## src/verilog/conv_params.svh

```systemverilog
`ifndef CONV_PARAMS_SVH
`define CONV_PARAMS_SVH

// Image held in the on-chip buffer
`define CONV_IMG_ROWS 8
`define CONV_IMG_COLS 8

// Kernel size, also the PE array size
`define CONV_K 3

// Datapath widths
`define CONV_PIX_W  8
`define CONV_PSUM_W 18
`define CONV_SUM_W  20

// Window issue to result strobe
`define CONV_LATENCY 6

// Valid convolution, no padding
`define CONV_OUT_ROWS (`CONV_IMG_ROWS - `CONV_K + 1)
`define CONV_OUT_COLS (`CONV_IMG_COLS - `CONV_K + 1)
`define CONV_GROUPS   (`CONV_OUT_ROWS / `CONV_K)

`endif

```

## src/verilog/conv_geom_pkg.sv

```systemverilog
`include "conv_params.svh"

package conv_geom_pkg;

  // One pixel or filter tap
  typedef logic [`CONV_PIX_W-1:0] pixel_t;

  // Left pixel in the high byte
  typedef pixel_t [0:`CONV_K-1] window_t;

  // Filter row 0 in the high bits
  typedef window_t [0:`CONV_K-1] filter_t;

  // Three-tap dot product of one PE
  typedef logic [`CONV_PSUM_W-1:0] psum_t;

  // Full 3x3 sum, wide enough for all-ones operands
  typedef logic [`CONV_SUM_W-1:0] osum_t;

endpackage

```

## src/verilog/conv_pe.sv

```systemverilog
`timescale 1ns/100ps
`include "conv_params.svh"

module conv_pe (
  input  logic                    clk,
  input  logic                    rst_n,
  input  conv_geom_pkg::window_t  i_win,
  input  conv_geom_pkg::window_t  i_frow,
  output conv_geom_pkg::window_t  o_win_fwd,
  output conv_geom_pkg::psum_t    o_psum
);

  conv_geom_pkg::psum_t dot;

  // Unsigned three-tap dot product
  always_comb
  begin
    dot = '0;
    for (int j = 0; j < `CONV_K; j++)
    begin
      dot += conv_geom_pkg::psum_t'(i_win[j]) * conv_geom_pkg::psum_t'(i_frow[j]);
    end
  end

  always_ff @(posedge clk or negedge rst_n)
  begin
    if (!rst_n)
    begin
      o_psum    <= '0;
      o_win_fwd <= '0;
    end
    else
    begin
      o_psum    <= dot;
      // Window moves on to the upper-right neighbor
      o_win_fwd <= i_win;
    end
  end

endmodule

```

## src/verilog/pe_array.sv

```systemverilog
`timescale 1ns/100ps
`include "conv_params.svh"

module pe_array (
  input  logic                    clk,
  input  logic                    rst_n,
  input  conv_geom_pkg::window_t  i_win0,
  input  conv_geom_pkg::window_t  i_win1,
  input  conv_geom_pkg::window_t  i_win2,
  input  conv_geom_pkg::window_t  i_win3_d,
  input  conv_geom_pkg::window_t  i_win4_d,
  input  conv_geom_pkg::window_t  i_frow0,
  input  conv_geom_pkg::window_t  i_frow1,
  input  conv_geom_pkg::window_t  i_frow2,
  output conv_geom_pkg::osum_t    o_sum0,
  output conv_geom_pkg::osum_t    o_sum1,
  output conv_geom_pkg::osum_t    o_sum2
);

  conv_geom_pkg::window_t entry   [2*`CONV_K-1];
  conv_geom_pkg::window_t frow    [`CONV_K];
  conv_geom_pkg::window_t pe_win  [`CONV_K][`CONV_K];
  conv_geom_pkg::window_t pe_fwd  [`CONV_K][`CONV_K];
  conv_geom_pkg::psum_t   pe_psum [`CONV_K][`CONV_K];
  conv_geom_pkg::psum_t   pe_al   [`CONV_K][`CONV_K];
  conv_geom_pkg::osum_t   col_sum [`CONV_K];

  assign entry[0] = i_win0;
  assign entry[1] = i_win1;
  assign entry[2] = i_win2;
  assign entry[3] = i_win3_d;
  assign entry[4] = i_win4_d;

  assign frow[0] = i_frow0;
  assign frow[1] = i_frow1;
  assign frow[2] = i_frow2;

  //////////////////////////////
  // PE mesh, PE(r,c) sees image row r+c
  //////////////////////////////

  for (genvar r = 0; r < `CONV_K; r++)
  begin : g_row
    for (genvar c = 0; c < `CONV_K; c++)
    begin : g_col
      if (c == 0)
      begin : g_left
        assign pe_win[r][c] = entry[r];
      end
      else if (r == `CONV_K - 1)
      begin : g_bottom
        assign pe_win[r][c] = entry[`CONV_K - 1 + c];
      end
      else
      begin : g_diag
        assign pe_win[r][c] = pe_fwd[r+1][c-1];
      end

      conv_pe u_pe (
        .clk       (clk),
        .rst_n     (rst_n),
        .i_win     (pe_win[r][c]),
        .i_frow    (frow[r]),
        .o_win_fwd (pe_fwd[r][c]),
        .o_psum    (pe_psum[r][c])
      );

      // Hold early columns back until the last column catches up
      if (c == `CONV_K - 1)
      begin : g_nodly
        assign pe_al[r][c] = pe_psum[r][c];
      end
      else
      begin : g_dly
        conv_geom_pkg::psum_t dly_q [`CONV_K-1-c];

        always_ff @(posedge clk or negedge rst_n)
        begin
          if (!rst_n)
          begin
            for (int i = 0; i < `CONV_K-1-c; i++)
              dly_q[i] <= '0;
          end
          else
          begin
            dly_q[0] <= pe_psum[r][c];
            for (int i = 1; i < `CONV_K-1-c; i++)
              dly_q[i] <= dly_q[i-1];
          end
        end

        assign pe_al[r][c] = dly_q[`CONV_K-2-c];
      end
    end
  end

  //////////////////////////////
  // Column adders
  //////////////////////////////

  always_comb
  begin
    for (int c = 0; c < `CONV_K; c++)
    begin
      col_sum[c] = '0;
      for (int r = 0; r < `CONV_K; r++)
        col_sum[c] += conv_geom_pkg::osum_t'(pe_al[r][c]);
    end
  end

  always_ff @(posedge clk or negedge rst_n)
  begin
    if (!rst_n)
    begin
      o_sum0 <= '0;
      o_sum1 <= '0;
      o_sum2 <= '0;
    end
    else
    begin
      o_sum0 <= col_sum[0];
      o_sum1 <= col_sum[1];
      o_sum2 <= col_sum[2];
    end
  end

endmodule

```

## config.mk

```make
export PLATFORM = sky130hd
export DESIGN_NAME = pe_array
export DESIGN_NICKNAME = d
export VERILOG_FILES = /design/src/verilog/conv_geom_pkg.sv /design/src/verilog/conv_pe.sv /design/src/verilog/pe_array.sv
export VERILOG_INCLUDE_DIRS = /design/src /design/src/verilog
export SDC_FILE = /design/constraint.sdc
export NUM_CORES = 2
export LEC_CHECK = 0
export BUFFER_PORTS_ARGS = -buffer_cell sky130_fd_sc_hd__buf_4
export CELL_PAD_IN_SITES_DETAIL_PLACEMENT = 2
export CELL_PAD_IN_SITES_GLOBAL_PLACEMENT = 2
export CORE_UTILIZATION = 45
export DETAILED_ROUTE_END_ITERATION = 6
export PLACE_DENSITY_LB_ADDON = 0.1
export SYNTH_ARGS = -nofsm -noshare
export SYNTH_HDL_FRONTEND = slang
export SYNTH_HIERARCHICAL = 1
export SYNTH_SLANG_ARGS = --single-unit
```

## constraint.sdc

```tcl
create_clock -name clk -period 15.6 [get_ports clk]
set_input_delay 1.56 -clock clk [delete_from_list [all_inputs] [get_ports clk]]
set_output_delay 1.56 -clock clk [all_outputs]
set_load 0.01 [all_outputs]
```

Word-level counts from Yosys, hierarchy flattened

Index checks and enable logic that the tools add are counted.

$add $sub $neg: 24
Multiply operators: 27

Operators by type and width:

| cell                                         | count |
|---|---|
| 8-bit by 8-bit multiplier with 16-bit output | 27 |
| 18-bit by 16-bit adder with 18-bit output    | 9 |
| 16-bit by 16-bit adder with 17-bit output    | 9 |
| 19-bit by 18-bit adder with 20-bit output    | 3 |
| 18-bit by 18-bit adder with 19-bit output    | 3 |

Flip-flop bits (word level): 480
Input bits: 194
Output and inout bits: 60
Word-level logic and storage cells: 84

Logic depth before layout (Yosys ltp)

Depth after elaboration: 3
Gate-level depth with buffers: 22

Cells and area by module

The synthesis kept the hierarchy.

Modules (own cells, without submodules):

| module                                | instances | cells an instance | area an instance (um^2) |
|---|---|---|---|
| conv_pe at g_row[1].g_col[0].u_pe ... | 4         | 801               | 7918.8 |
| conv_pe at g_row[0].g_col[0].u_pe ... | 2         | 809               | 7976.4 |
| pe_array                              | 1         | 794               | 9962.1 |
| conv_pe at g_row[2].g_col[1].u_pe     | 1         | 794               | 7876.3 |
| conv_pe at g_row[0].g_col[2].u_pe     | 1         | 787               | 7832.5 |
| conv_pe at g_row[2].g_col[2].u_pe     | 1         | 781               | 7832.5 |

Worst setup path before layout

OpenSTA, ideal clock, no wires.

Kind: input to register
Start point: in i_frow0[15] (netlist name)
End point: reg g_row[0].g_col[0].u_pe.o_psum[16]
Data arrival time: 7.060 ns
Path slack: 8.416 ns
Cell stages on the path: 19
Cell sequence: and2_1 fa_1 fa_1 inv_1 fa_1 inv_1 fa_1 fa_1 fa_1 inv_1 fa_1 inv_1 ha_1 buf_6 a21oi_4 o22ai_1 a311o_1 a221o_1 a211o_1

Word-level cells in the longest chain between the ends: 3

RTL lines:

| item                                         | line           | source |
|---|---|---|
| start: declaration                           | pe_array.sv:12 | `input conv_geom_pkg::window_t i_frow0,` |
| 8-bit by 8-bit multiplier with 16-bit output | conv_pe.sv:21  | `dot += conv_geom_pkg::psum_t'(i_win[j]) * conv_geom_pkg::psum_t'(i_frow[j]);` |
| 16-bit by 16-bit adder with 17-bit output    | conv_pe.sv:21  |  |
| 18-bit by 16-bit adder with 18-bit output    | conv_pe.sv:21  |  |
| net g_row[0].g_col[0].u_pe.dot[16]           | conv_pe.sv:13  | `conv_geom_pkg::psum_t dot;` |
| end signal: assignment                       | conv_pe.sv:34  | `o_psum <= dot;` |
| end: declaration                             | conv_pe.sv:10  | `output conv_geom_pkg::psum_t o_psum` |

The timed path passes the listed nets, and every way through them passes these cells.

Worst setup path after layout

Start point: in i_frow0[13] (netlist name)
End point: reg g_row[0].g_col[1].u_pe.o_psum[13]

Word-level cells in the longest chain between the ends: 3

RTL lines:

| item                                         | line |
|---|---|
| 8-bit by 8-bit multiplier with 16-bit output | conv_pe.sv:21 |
| 16-bit by 16-bit adder with 17-bit output    | conv_pe.sv:21 |
| 18-bit by 16-bit adder with 18-bit output    | conv_pe.sv:21 |
| net g_row[0].g_col[1].u_pe.dot[13]           | conv_pe.sv:13 |
| end signal: assignment                       | conv_pe.sv:34 |
| end: declaration                             | conv_pe.sv:10 |

The timed path passes the listed nets, and every way through them passes these cells.

==> impl_metrics.toml <==
[global_routing]
grt_use_total = 0.310
grt-ovfl-total = 0
antenna_found_initial = 14
grt_max_degree = 153
grt_pass1_wl_um = 408000
grt_pass1_vias = 67700

[worst_hold_path]
hold_path_end = "g_row[2].g_col[0].g_dly.dly_q[4]"
hold_class = "flip-flop to flip-flop"
worstHoldStart = "g_row[2].g_col[0].g_dly.dly_q[22]"
whs_path_depth = 0

[clock_tree]
holdBufCountCts = 0
path_clk_slew_ns = 0.06
cts.sinks = 480
tritoncts = "done"
htreeDepth = 2
postCtsSetupBuffers = 0
cts_root_buf = "clkbuf_16"
clk_latency_ns = 0.71
cts-buffers-inserted = 58
cts.path.max_buffers = 3
post_cts_resized = 0

[layout]
post-route-util = 0.494
drive_gt1_frac = 0.0532
areaGrowthSynthToFinish_pct = 8.80
layout.nets = 10800
final_cell_area_um2 = 85000
fill_cells = 18200

[die]
dieArea_um2 = 175000
core_um2 = 172000
fp.dieW_um = 419
start_util = 0.454
top_level_ports = 254
rows = 152
die_h_um = 419

[critical_path]
r2r_setup_slack_ns = 8.79
cp_common_cell = "fa_1"
reg2regPathDepth = 17
r2r_end = "g_row[0].g_col[1].u_pe/o_psum[13]"
cp-end-kind = "flip-flop"
r2r-start = "g_row[1].g_col[0].u_pe/o_win_fwd[14]"
crit_chain = "buf_4 -> and2_1 -> fa_1 -> fa_1 -> inv_1 -> fa_1 -> inv_1 -> fa_1 -> fa_1 -> fa_1 -> inv_1 -> fa_1 -> inv_1 -> ha_1 -> o21a_1 -> a21oi_1 -> mux2_2 -> a311oi_1"
critPathLaunchType = "input pin"
crit_fanout = 24
crit_arrival_ns = 8.05
critical_path_class = "input pin to flip-flop"
critical-path-max-stage-delay_ns = 0.58
critPathRequiredTime_ns = 16.20
crit_slowest_cell = "fa_1"

[place]
place_ws_ns = 7.56
place.gp.congestion = 0.868
io_buffer_count = 253
post-dp-hpwl_um = 217000
dpl_cell_area_um2 = 82900

[sta]
rsz0062_at_grt = "false"
hold_violations = 0
fin_skew_ns = 0.0439
clock.fmax_mhz = 134
setup_tns_ns = 0
setup-violations-final = 0
layout_worst_path_cycle_share = 0.478
slew_headroom = 0.337
setup_slack_ns = 8.14
slew_viol_final = 0
worst_slew_pin_slew_ns = 0.994
period_minus_slack_ns = 7.46

[detailed_routing]
drt-initial-drc-count = 2176
wl_um = 261000
wl_per_cell_um = 24.7
antenna_left = 0
drc = 0
firstDrtPassIters = 7
viasPerCell = 5.23
dr_total_vias = 55200

[synthesis]
netlist_area_um2 = 78100
syn_inst = 7858
synthesis.nets = 10500
avgSynthCellArea_um2 = 9.94
yosys_warnings = 6

[status]
status = "finished, final reports clean"

[job]
drv_cap = 0
==> flip-flops by register name, indices dropped and copies added, names as in the netlist <==
| signal | flops |
|---|---|
| g_row.g_col.g_dly.dly_q | 162 |
| g_row.g_col.u_pe/o_psum | 162 |
| g_row.g_col.u_pe/o_win_fwd | 96 |
| o_sum0 | 20 |
| o_sum1 | 20 |
| o_sum2 | 20 |
==> final cells by class <==
type | instances | area [um2] | share of cell area
inverter | 2094 | 7860 | 0.0925
clock inverter | 34 | 430 | 0.00506
sequential | 480 | 12000 | 0.141
multi-input combinational | 5270 | 58200 | 0.684
antenna | 15 | 37.5 | 0.000442
clock buffer | 75 | 1600 | 0.0188
tap | 2310 | 2890 | 0.0340
timing repair buffer | 264 | 2000 | 0.0236
==> stage by stage <==
stage               instances  hold WS, ns
finish                  10500        0.339
floorplan                7858        0.331
detailed placement      10400        0.336
CTS                     10500        0.345
global route            10500        0.350
global placement        10400        0.332
==> routing by layer <==
metal / vias up / share of wire / GRT usage
li1: 24100 / - / -
met1: 29800 / 0.40 / 0.372
met2: 910 / 0.53 / 0.573
met3: 381 / 0.023 / 0.0215
met4: 2 / 0.047 / 0.123
met5: - / 0.000050 / 0
==> worst max-delay path by stage <==
stage | startpoint | endpoint | depth (start not counted)
after detailed placement | i_frow0[13] | g_row[0].g_col[1].u_pe/o_psum[13] | 18
after global placement | i_frow0[13] | g_row[0].g_col[1].u_pe/o_psum[13] | 18
after CTS | i_frow0[13] | g_row[0].g_col[1].u_pe/o_psum[13] | 18
final | i_frow0[13] | g_row[0].g_col[1].u_pe/o_psum[13] | 18
after global routing | i_frow0[13] | g_row[0].g_col[1].u_pe/o_psum[13] | 18
after floorplan | i_frow0[15] | g_row[0].g_col[0].u_pe/o_psum[16] | 19
==> cells in the final DEF (no fill, tap or decap), drive strengths merged, types with 18 or more instances in the layout <==
master and n:
ha 984, o21a 28, nor2 123, xor2 46
and3 20, o21ai 84, o211ai 18, nor3 47
xnor2 123, clkbuf 75, buf 264, a21o 50
dfrtp 480, fa 1472, nand3 33, a21oi 166
and2 1126, inv 2100, nor2b 27, nand2 701
==> critical path: cells and delay by family <==
| family | cells | cell delay (ns) |
|---|---|---|
| multiplexers | 1 | 0.40 |
| buffers and inverters | 5 | 0.56 |
| AND/OR/NAND/NOR | 1 | 0.21 |
| adder cells (fa/ha/maj) | 8 | 4.25 |
| AO/OA/AOI/OAI | 3 | 1.04 |
Power is not shown: default switching activity piles up to over one toggle a cycle in this logic, so the estimate is an artifact.
