[config.mk]
export PLATFORM = sky130hd
export DESIGN_NAME = window_sequencer
export DESIGN_NICKNAME = d
export VERILOG_FILES = /design/src/verilog/conv_geom_pkg.sv /design/src/verilog/conv_ctrl_pkg.sv /design/src/verilog/window_sequencer.sv
export VERILOG_INCLUDE_DIRS = /design/src /design/src/verilog
export SDC_FILE = /design/constraint.sdc
export NUM_CORES = 1
export LEC_CHECK = 0
export BUFFER_PORTS_ARGS = -buffer_cell sky130_fd_sc_hd__buf_4
export CAP_MARGIN = 20
export CORE_ASPECT_RATIO = 1.75
export CORE_MARGIN = 2
export CORE_UTILIZATION = 50
export CTS_CLUSTER_SIZE = 10
export DETAILED_ROUTE_END_ITERATION = 10
export GPL_ROUTABILITY_DRIVEN = 0
export PLACE_DENSITY_LB_ADDON = 0.1
export SLEW_MARGIN = 20
export SYNTH_ARGS = -nofsm -noshare
export SYNTH_HDL_FRONTEND = slang
export SYNTH_SLANG_ARGS = --single-unit
export TNS_END_PERCENT = 50
[constraint.sdc]
create_clock -name clk -period 1.6 [get_ports clk]
set_input_delay 0.16 -clock clk [delete_from_list [all_inputs] [get_ports clk]]
set_output_delay 0.16 -clock clk [all_outputs]
set_load 0.01 [all_outputs]
[src/verilog/conv_params.svh]
`ifndef CONV_PARAMS_SVH
`define CONV_PARAMS_SVH

// Image held in the on-chip buffer
`define CONV_IMG_ROWS 8
`define CONV_IMG_COLS 8

// Kernel size, also the PE array size
`define CONV_K 3

// Datapath widths
`define CONV_PIX_W  8
`define CONV_PSUM_W 18
`define CONV_SUM_W  20

// Window issue to result strobe
`define CONV_LATENCY 6

// Valid convolution, no padding
`define CONV_OUT_ROWS (`CONV_IMG_ROWS - `CONV_K + 1)
`define CONV_OUT_COLS (`CONV_IMG_COLS - `CONV_K + 1)
`define CONV_GROUPS   (`CONV_OUT_ROWS / `CONV_K)

`endif

[src/verilog/conv_geom_pkg.sv]
`include "conv_params.svh"

package conv_geom_pkg;

  // One pixel or filter tap
  typedef logic [`CONV_PIX_W-1:0] pixel_t;

  // Left pixel in the high byte
  typedef pixel_t [0:`CONV_K-1] window_t;

  // Filter row 0 in the high bits
  typedef window_t [0:`CONV_K-1] filter_t;

  // Three-tap dot product of one PE
  typedef logic [`CONV_PSUM_W-1:0] psum_t;

  // Full 3x3 sum, wide enough for all-ones operands
  typedef logic [`CONV_SUM_W-1:0] osum_t;

endpackage

[src/verilog/conv_ctrl_pkg.sv]
`include "conv_params.svh"

package conv_ctrl_pkg;

  typedef enum logic {
    IDLE,
    RUN
  } seq_state_t;

  typedef logic [$clog2(`CONV_IMG_ROWS)-1:0] row_idx_t;
  typedef logic [$clog2(`CONV_IMG_COLS)-1:0] col_idx_t;

  // Keep one bit even with a single group
  typedef logic [(`CONV_GROUPS > 1 ? $clog2(`CONV_GROUPS) : 1)-1:0] grp_idx_t;

endpackage

[src/verilog/window_sequencer.sv]
`timescale 1ns/100ps
`include "conv_params.svh"

module window_sequencer (
  input  logic                     clk,
  input  logic                     rst_n,
  input  logic                     i_start,
  input  conv_geom_pkg::filter_t   i_filter,
  input  conv_geom_pkg::window_t   i_win3,
  input  conv_geom_pkg::window_t   i_win4,
  output logic                     o_busy,
  output logic                     o_rd,
  output conv_ctrl_pkg::row_idx_t  o_rd_row_base,
  output conv_ctrl_pkg::col_idx_t  o_rd_col,
  output conv_geom_pkg::window_t   o_win3_d,
  output conv_geom_pkg::window_t   o_win4_d,
  output conv_geom_pkg::window_t   o_frow0,
  output conv_geom_pkg::window_t   o_frow1,
  output conv_geom_pkg::window_t   o_frow2,
  output logic                     o_valid,
  output conv_ctrl_pkg::grp_idx_t  o_grp,
  output conv_ctrl_pkg::col_idx_t  o_col,
  output logic                     o_done
);

  localparam conv_ctrl_pkg::grp_idx_t LAST_GRP = conv_ctrl_pkg::grp_idx_t'(`CONV_GROUPS - 1);
  localparam conv_ctrl_pkg::col_idx_t LAST_COL = conv_ctrl_pkg::col_idx_t'(`CONV_OUT_COLS - 1);

  conv_ctrl_pkg::seq_state_t state;
  conv_ctrl_pkg::grp_idx_t   grp_cnt;
  conv_ctrl_pkg::col_idx_t   col_cnt;
  logic                      start_ok;
  logic                      last_cnt;
  logic                      iss_vld;
  conv_ctrl_pkg::grp_idx_t   iss_grp;
  conv_ctrl_pkg::col_idx_t   iss_col;
  conv_geom_pkg::window_t    win4_d1;
  logic [`CONV_LATENCY-1:0]  vld_pipe;
  conv_ctrl_pkg::grp_idx_t   grp_pipe [`CONV_LATENCY];
  conv_ctrl_pkg::col_idx_t   col_pipe [`CONV_LATENCY];

  assign start_ok = i_start && !o_busy;
  assign last_cnt = (grp_cnt == LAST_GRP) && (col_cnt == LAST_COL);

  //////////////////////////////
  // Run control and issue order
  //////////////////////////////

  always_ff @(posedge clk or negedge rst_n)
  begin
    if (!rst_n)
    begin
      state   <= conv_ctrl_pkg::IDLE;
      grp_cnt <= '0;
      col_cnt <= '0;
      o_busy  <= 1'b0;
      iss_vld <= 1'b0;
      iss_grp <= '0;
      iss_col <= '0;
    end
    else
    begin
      iss_vld <= (state == conv_ctrl_pkg::RUN);
      iss_grp <= grp_cnt;
      iss_col <= col_cnt;
      // Busy covers the drain of the pipeline
      if (start_ok)
        o_busy <= 1'b1;
      else if (o_done)
        o_busy <= 1'b0;
      case (state)
        conv_ctrl_pkg::IDLE:
        begin
          if (start_ok)
          begin
            state   <= conv_ctrl_pkg::RUN;
            grp_cnt <= '0;
            col_cnt <= '0;
          end
        end
        default:
        begin
          // Group-major, then column-major
          if (col_cnt == LAST_COL)
          begin
            col_cnt <= '0;
            grp_cnt <= grp_cnt + 1'b1;
          end
          else
          begin
            col_cnt <= col_cnt + 1'b1;
          end
          if (last_cnt)
            state <= conv_ctrl_pkg::IDLE;
        end
      endcase
    end
  end

  //////////////////////////////
  // Read request, skew and filter
  //////////////////////////////

  always_ff @(posedge clk or negedge rst_n)
  begin
    if (!rst_n)
    begin
      o_rd          <= 1'b0;
      o_rd_row_base <= '0;
      o_rd_col      <= '0;
      o_win3_d      <= '0;
      win4_d1       <= '0;
      o_win4_d      <= '0;
      o_frow0       <= '0;
      o_frow1       <= '0;
      o_frow2       <= '0;
    end
    else
    begin
      o_rd          <= iss_vld;
      o_rd_row_base <= conv_ctrl_pkg::row_idx_t'(int'(iss_grp) * `CONV_K);
      o_rd_col      <= iss_col;
      // Rows 3 and 4 enter the array one and two hops late
      o_win3_d      <= i_win3;
      win4_d1       <= i_win4;
      o_win4_d      <= win4_d1;
      if (start_ok)
      begin
        o_frow0 <= i_filter[0];
        o_frow1 <= i_filter[1];
        o_frow2 <= i_filter[2];
      end
    end
  end

  // Strobe and tags ride alongside the datapath
  always_ff @(posedge clk or negedge rst_n)
  begin
    if (!rst_n)
    begin
      vld_pipe <= '0;
      for (int i = 0; i < `CONV_LATENCY; i++)
      begin
        grp_pipe[i] <= '0;
        col_pipe[i] <= '0;
      end
    end
    else
    begin
      vld_pipe    <= {vld_pipe[`CONV_LATENCY-2:0], iss_vld};
      grp_pipe[0] <= iss_grp;
      col_pipe[0] <= iss_col;
      for (int i = 1; i < `CONV_LATENCY; i++)
      begin
        grp_pipe[i] <= grp_pipe[i-1];
        col_pipe[i] <= col_pipe[i-1];
      end
    end
  end

  assign o_valid = vld_pipe[`CONV_LATENCY-1];
  assign o_grp   = grp_pipe[`CONV_LATENCY-1];
  assign o_col   = col_pipe[`CONV_LATENCY-1];
  assign o_done  = o_valid && (o_grp == LAST_GRP) && (o_col == LAST_COL);

  a_rd_only_busy: assert property (@(posedge clk) disable iff (!rst_n)
    o_rd |-> o_busy)
    else $error("buffer read issued while idle");

  // Last strobe closes the run on the next edge
  a_done_ends_run: assert property (@(posedge clk) disable iff (!rst_n)
    o_done |-> o_busy ##1 !o_busy)
    else $error("done pulse did not end the run");

endmodule

Yosys cells after proc, flatten, opt, wreduce, memory -nomap -nowiden
Cells that the tools add are included.
W data, S select, Z words.
{"block": "op_classes", "n_addsub": 2, "mul": 1, "n_div": 0, "order_cmp": 0, "n_eq_ne": 3, "n_shift": 0, "n_mux": 11, "bitwise": 0, "n_reduce_logical": 8}
{"operator": "$mux W3", "n": 3}
{"operator": "$mux W1", "n": 8}
{"operator": "$eq A3 B3 Y1 const B", "n": 2}
{"operator": "$logic_and A1 B1 Y1", "n": 4}
{"operator": "$reduce_bool A2 Y1", "n": 2}
{"operator": "$add A3 B1 Y3 const B", "n": 1}
{"operator": "$mul A1 B2 Y3 const B", "n": 1}
{"operator": "$ne A2 B1 Y1 const B", "n": 1}
{"operator": "$reduce_and A2 Y1", "n": 1}
{"operator": "$add A1 B1 Y1 const B", "n": 1}
{"operator": "$logic_not A1 Y1", "n": 1}
{"block": "totals", "ff_bits": 189, "latchBits": 0, "ramBits": 0, "mem_bits_ro": 0, "input_bits": 123, "out_inout_bits": 134, "wordCells": 65, "n_memories": 0}

Depth between registers and ports, before layout
{"block": "logic_depth", "depth_word": 4, "mapped_depth": 5, "ltp_nobuf": 3}

Least setup slack after synthesis
No wires, ideal clock.
{"block": "synth_path", "kind": "register -> register", "startpoint": "register o_busy", "endpoint": "register col_cnt[0]", "setup_time_ps": 125, "arrival_time_ps": 1005, "required_time_ps": 1475, "path_slack_ps": 470, "stages_incl_launch_ff": 5, "n_path_buf": 1, "synth_period_minus_slack_ps": 1130, "path_cell_list": "dfrtp_1 -> nor2b_1 -> buf_4 -> nor2_1 -> mux2_2"}
{"block": "synth_via", "elab_chain_cells": 3}
{"item": "start: declaration", "line_no": "window_sequencer.sv:11", "source": "output logic o_busy,"}
{"item": "start signal: assignment", "line_no": "window_sequencer.sv:56", "source": "o_busy <= 1'b0;"}
{"item": "start signal: assignment", "line_no": "window_sequencer.sv:68", "source": "o_busy <= 1'b1;"}
{"item": "start signal: assignment", "line_no": "window_sequencer.sv:70", "source": "o_busy <= 1'b0;"}
{"item": "$logic_not A1 Y1", "line_no": "window_sequencer.sv:42", "source": "assign start_ok = i_start && !o_busy;"}
{"item": "$logic_and A1 B1 Y1", "line_no": "window_sequencer.sv:42"}
{"item": "$reduce_bool A2 Y1 (no line)"}
{"item": "end signal: assignment", "line_no": "window_sequencer.sv:91", "source": "col_cnt <= col_cnt + 1'b1;"}
{"item": "end: declaration", "line_no": "window_sequencer.sv:31", "source": "conv_ctrl_pkg::col_idx_t col_cnt;"}
Every way passes these cells.
A chain may end at the register's enable or synchronous reset.

Worst setup path after layout
{"block": "layout_path", "startpoint": "register col_pipe, in the netlist o_col[0]", "endpoint": "output port o_done"}
{"block": "layout_via", "elab_chain_cells": 2}
{"item": "start: declaration", "line_no": "window_sequencer.sv:40", "source": "conv_ctrl_pkg::col_idx_t col_pipe [`CONV_LATENCY];"}
{"item": "start signal: indexed assignment", "line_no": "window_sequencer.sv:156", "source": "col_pipe[i] <= col_pipe[i-1];"}
{"item": "$eq A3 B3 Y1", "line_no": "window_sequencer.sv:164", "source": "assign o_done = o_valid && (o_grp == LAST_GRP) && (o_col == LAST_COL);"}
{"item": "$logic_and A1 B1 Y1", "line_no": "window_sequencer.sv:164"}
{"item": "end: declaration", "line_no": "window_sequencer.sv:23", "source": "output logic o_done"}
Every way passes these cells.

==> key figures <==
Floorplanning
  – Starting density of the core: 51.6%
  – Row Count: 51
  – Chip width: around 85 um
  – Core area: 0.0112 mm^2
  – Chip height: about 150 um
  – I/O pin count: 257
  – Die ar.: 0.0124 mm^2

Logic synthesis
  – Synth Area in Compound Gates: 0.456%
  – Top cells by area, synth: dfrtp_1 80%, nand2_1 14%, buf_4 2.7%, mux2_2 0.39%, buf_2 0.26%
  – Mapped Cells: 451
  – Yosys cell types: 19
  – Post-synthesis cell area: between 0.005 and 0.006 mm^2
  – Synth top area share: between 80% and 90%
  – Post-Syn Nets: 574
  – Area leader, netlist: dfrtp_1
  – Sequential fraction of the synthesis area: 80.3%
  – Mux contribution to synthesized area: 0.564%
  – Seq cells post-synth: 185
  – Post-Synth Adder-Cell Area: 0%
  – Largest family of logic cells by synthesized area: simple AND/OR/NAND/NOR gates
  – Avg Cell Area, Syn: 12.8 um^2
  – Synth Area in Simple Gates: between 10% and 20%
  – Yosys warns: 0
  – XOR/XNOR share of the synthesized area: less than 1%

Cells and area
  – Fill cells: about 490
  – Commonest non-fill, non-tap cells in the layout: 258 x buf_4, 219 x nand2_1, 185 x dfrtp_1
  – Fin nets: 952
  – Final instance area: 0.00961 mm^2
  – Commonest non-fill, non-tap cell in the layout: buf_4
  – Synth-to-Final Area Change: 66.7%
  – Layout cell share with drive strength beyond 1: between 30 and 40%
  – Finished Layout Cells: approximately 970
  – Final core occ: between 80% and 90%
  – ANT cells: 0

Timing
  – RSZ-0062 raised after global routing: false
  – Setup TNS: 0 ns
  – Final Worst Setup Slack: between 0.07 and 0.08 ns
  – Fmax: 654 MHz
  – Final Slew Violations: 0
  – Tcrit/Tclk final: 95.5%
  – Crit path time final: 1.53 ns
  – Final hold violations: 0
  – Final Skew: around 0.012 ns
  – Hold Slack: roughly 0.16 ns
  – Final setup fails: 0

Global routing
  – Initial antenna violation count: 0
  – Congestion Overflow GR: 0
  – GRT Overall Usage: 31.8%
  – Vias in the first global route: 5460
  – First-pass GRT wire length: 29900 um
  – Pin count of the biggest net entering global routing: 54

Setup path
  – CP required: around 1.4 ns
  – Type of origin of the critical path: flip-flop
  – Worst Setup SP: o_col[0]
  – Critical path arrival: 1.37 ns
  – Worst Setup End Kind: primary output
  – R2r startpoint: o_busy
  – FF-to-FF setup slack: 0.35 ns
  – R2R Path End: o_frow0[11]
  – Worst-case reg-to-reg path depth: 4
  – WS Path Type: flip-flop to primary output
  – Max Fanout on Critical Path: 2

CTS
  – Worst skew pair latency: ~0.42 ns
  – H-tree levels: 4
  – Clock tree sinks: ~190
  – Clock slew at reported path FFs: about 0.070 ns
  – Clock buffer depth: 2
  – CTS tree: yes
  – Root buffer cell: clkbuf_16
  – Total CTS buffers: 17

Pwr
  – Cell Pwr Density: 1620 mW/mm^2
  – Power, Total: 15.6 mW
  – Pleak: 4.99 nW
  – Peak supply drop: 0.00113 V

Placement
  – Placement Cell Area: 0.00781 mm^2
  – Dpl cells: 821
  – Dpl hpwl: between 10000 and 15000 um
  – Number of I/O port buffers: 255
  – Placement Setup Slack: 0.438 ns

Routing
  – DRT iter0 DRCs: 298
  – Routed wire per std cell: 19.7 um
  – Final wirelength: about 19000 um
  – Vias/cell: 4.97
  – DRC: 0
  – Via count: 4836
  – Post-route ant nets: 0
  – DR pass1 iterations: 4

Run
  – Maxcap violations: 0

Min path
  – Type of the worst min-delay path: primary input to flip-flop
  – Worst hold stages: 4
  – Hold_sp: i_start
  – WHS Endpoint: o_frow2[0]

Run status
  – Status: complete, no violations
## worst max-delay path by stage
stage	endpoint	slack, ns	cells past startpoint
after CTS	o_done	0.11	3
after detailed placement	o_frow0[20]	0.44	4
after floorplan	col_cnt[0]	0.47	4
after global routing	o_done	0.03	3
final	o_done	0.07	3
after global placement	o_frow1[15]	0.47	4
## cells by family after synthesis
logic type	after synthesis
other	1
buffers and inverters	27
multiplexers	3
AO/OA/AOI/OAI	5
XOR/XNOR	1
AND/OR/NAND/NOR	229
flip-flops	185
## critical path, stage by stage, from the launching register on
cell,delay (ns)
dfrtp_1,0.38
nand3_1,0.10
nor3b_2,0.28
buf_4,0.18
## cell usage after synthesis
library cell,instances
nand3_1,1
nand2_1,219
dfrtp_1,185
xor2_1,1
a21oi_1,1
mux2_2,2
conb_1,1
buf_2,3
buf_4,21
nor3b_1,2
nand3b_1,1
nor2_1,3
clkbuf_1,2
o21ai_0,3
nor2b_1,2
mux2i_1,1
inv_1,1
a31oi_1,1
nand2b_1,1
## final cells by class
type	instances	area, um^2	area share (%)
clock inverters	14	163	1.69
repair buffers	385	3260	33.9
inverters	1	3.75	0.0391
multi-input cells	239	966	10.0
well taps	132	165	1.72
flip-flops and latches	185	4630	48.2
clock buffers	17	425	4.43
## where the power goes
part | switching [mW] | internal, mW | total [mW]
clock | 1.94 | 2.21 | 4.15
sequential | 0.898 | 6.09 | 6.99
combinational | 2.23 | 2.19 | 4.42
## state kept, by name, indices dropped and copies added, names as in the netlist, 4 cells and up
signal / cells
col_pipe: 15
o_frow2: 24
vld_pipe: 6
win4_d1: 24
grp_pipe: 4
o_win3_d: 24
o_frow1: 24
o_frow0: 24
o_win4_d: 24
## timing repair
action,in CTS,in global routing
endpoints found under the hold margin,233,0
resized for setup,1,0
hold buffers,121,0
endpoints found under the setup margin,1,0
setup buffers,0,0
## per-layer routing
metal  wire [um]  vias up  GRT usage (%)
met5           0        -              0
met4         667        0           12.6
met3        1420       47           6.90
met2       10600      254           56.9
met1        6480     2420           36.4
li1            -     2115              -
(Power assumes the default switching activity.)
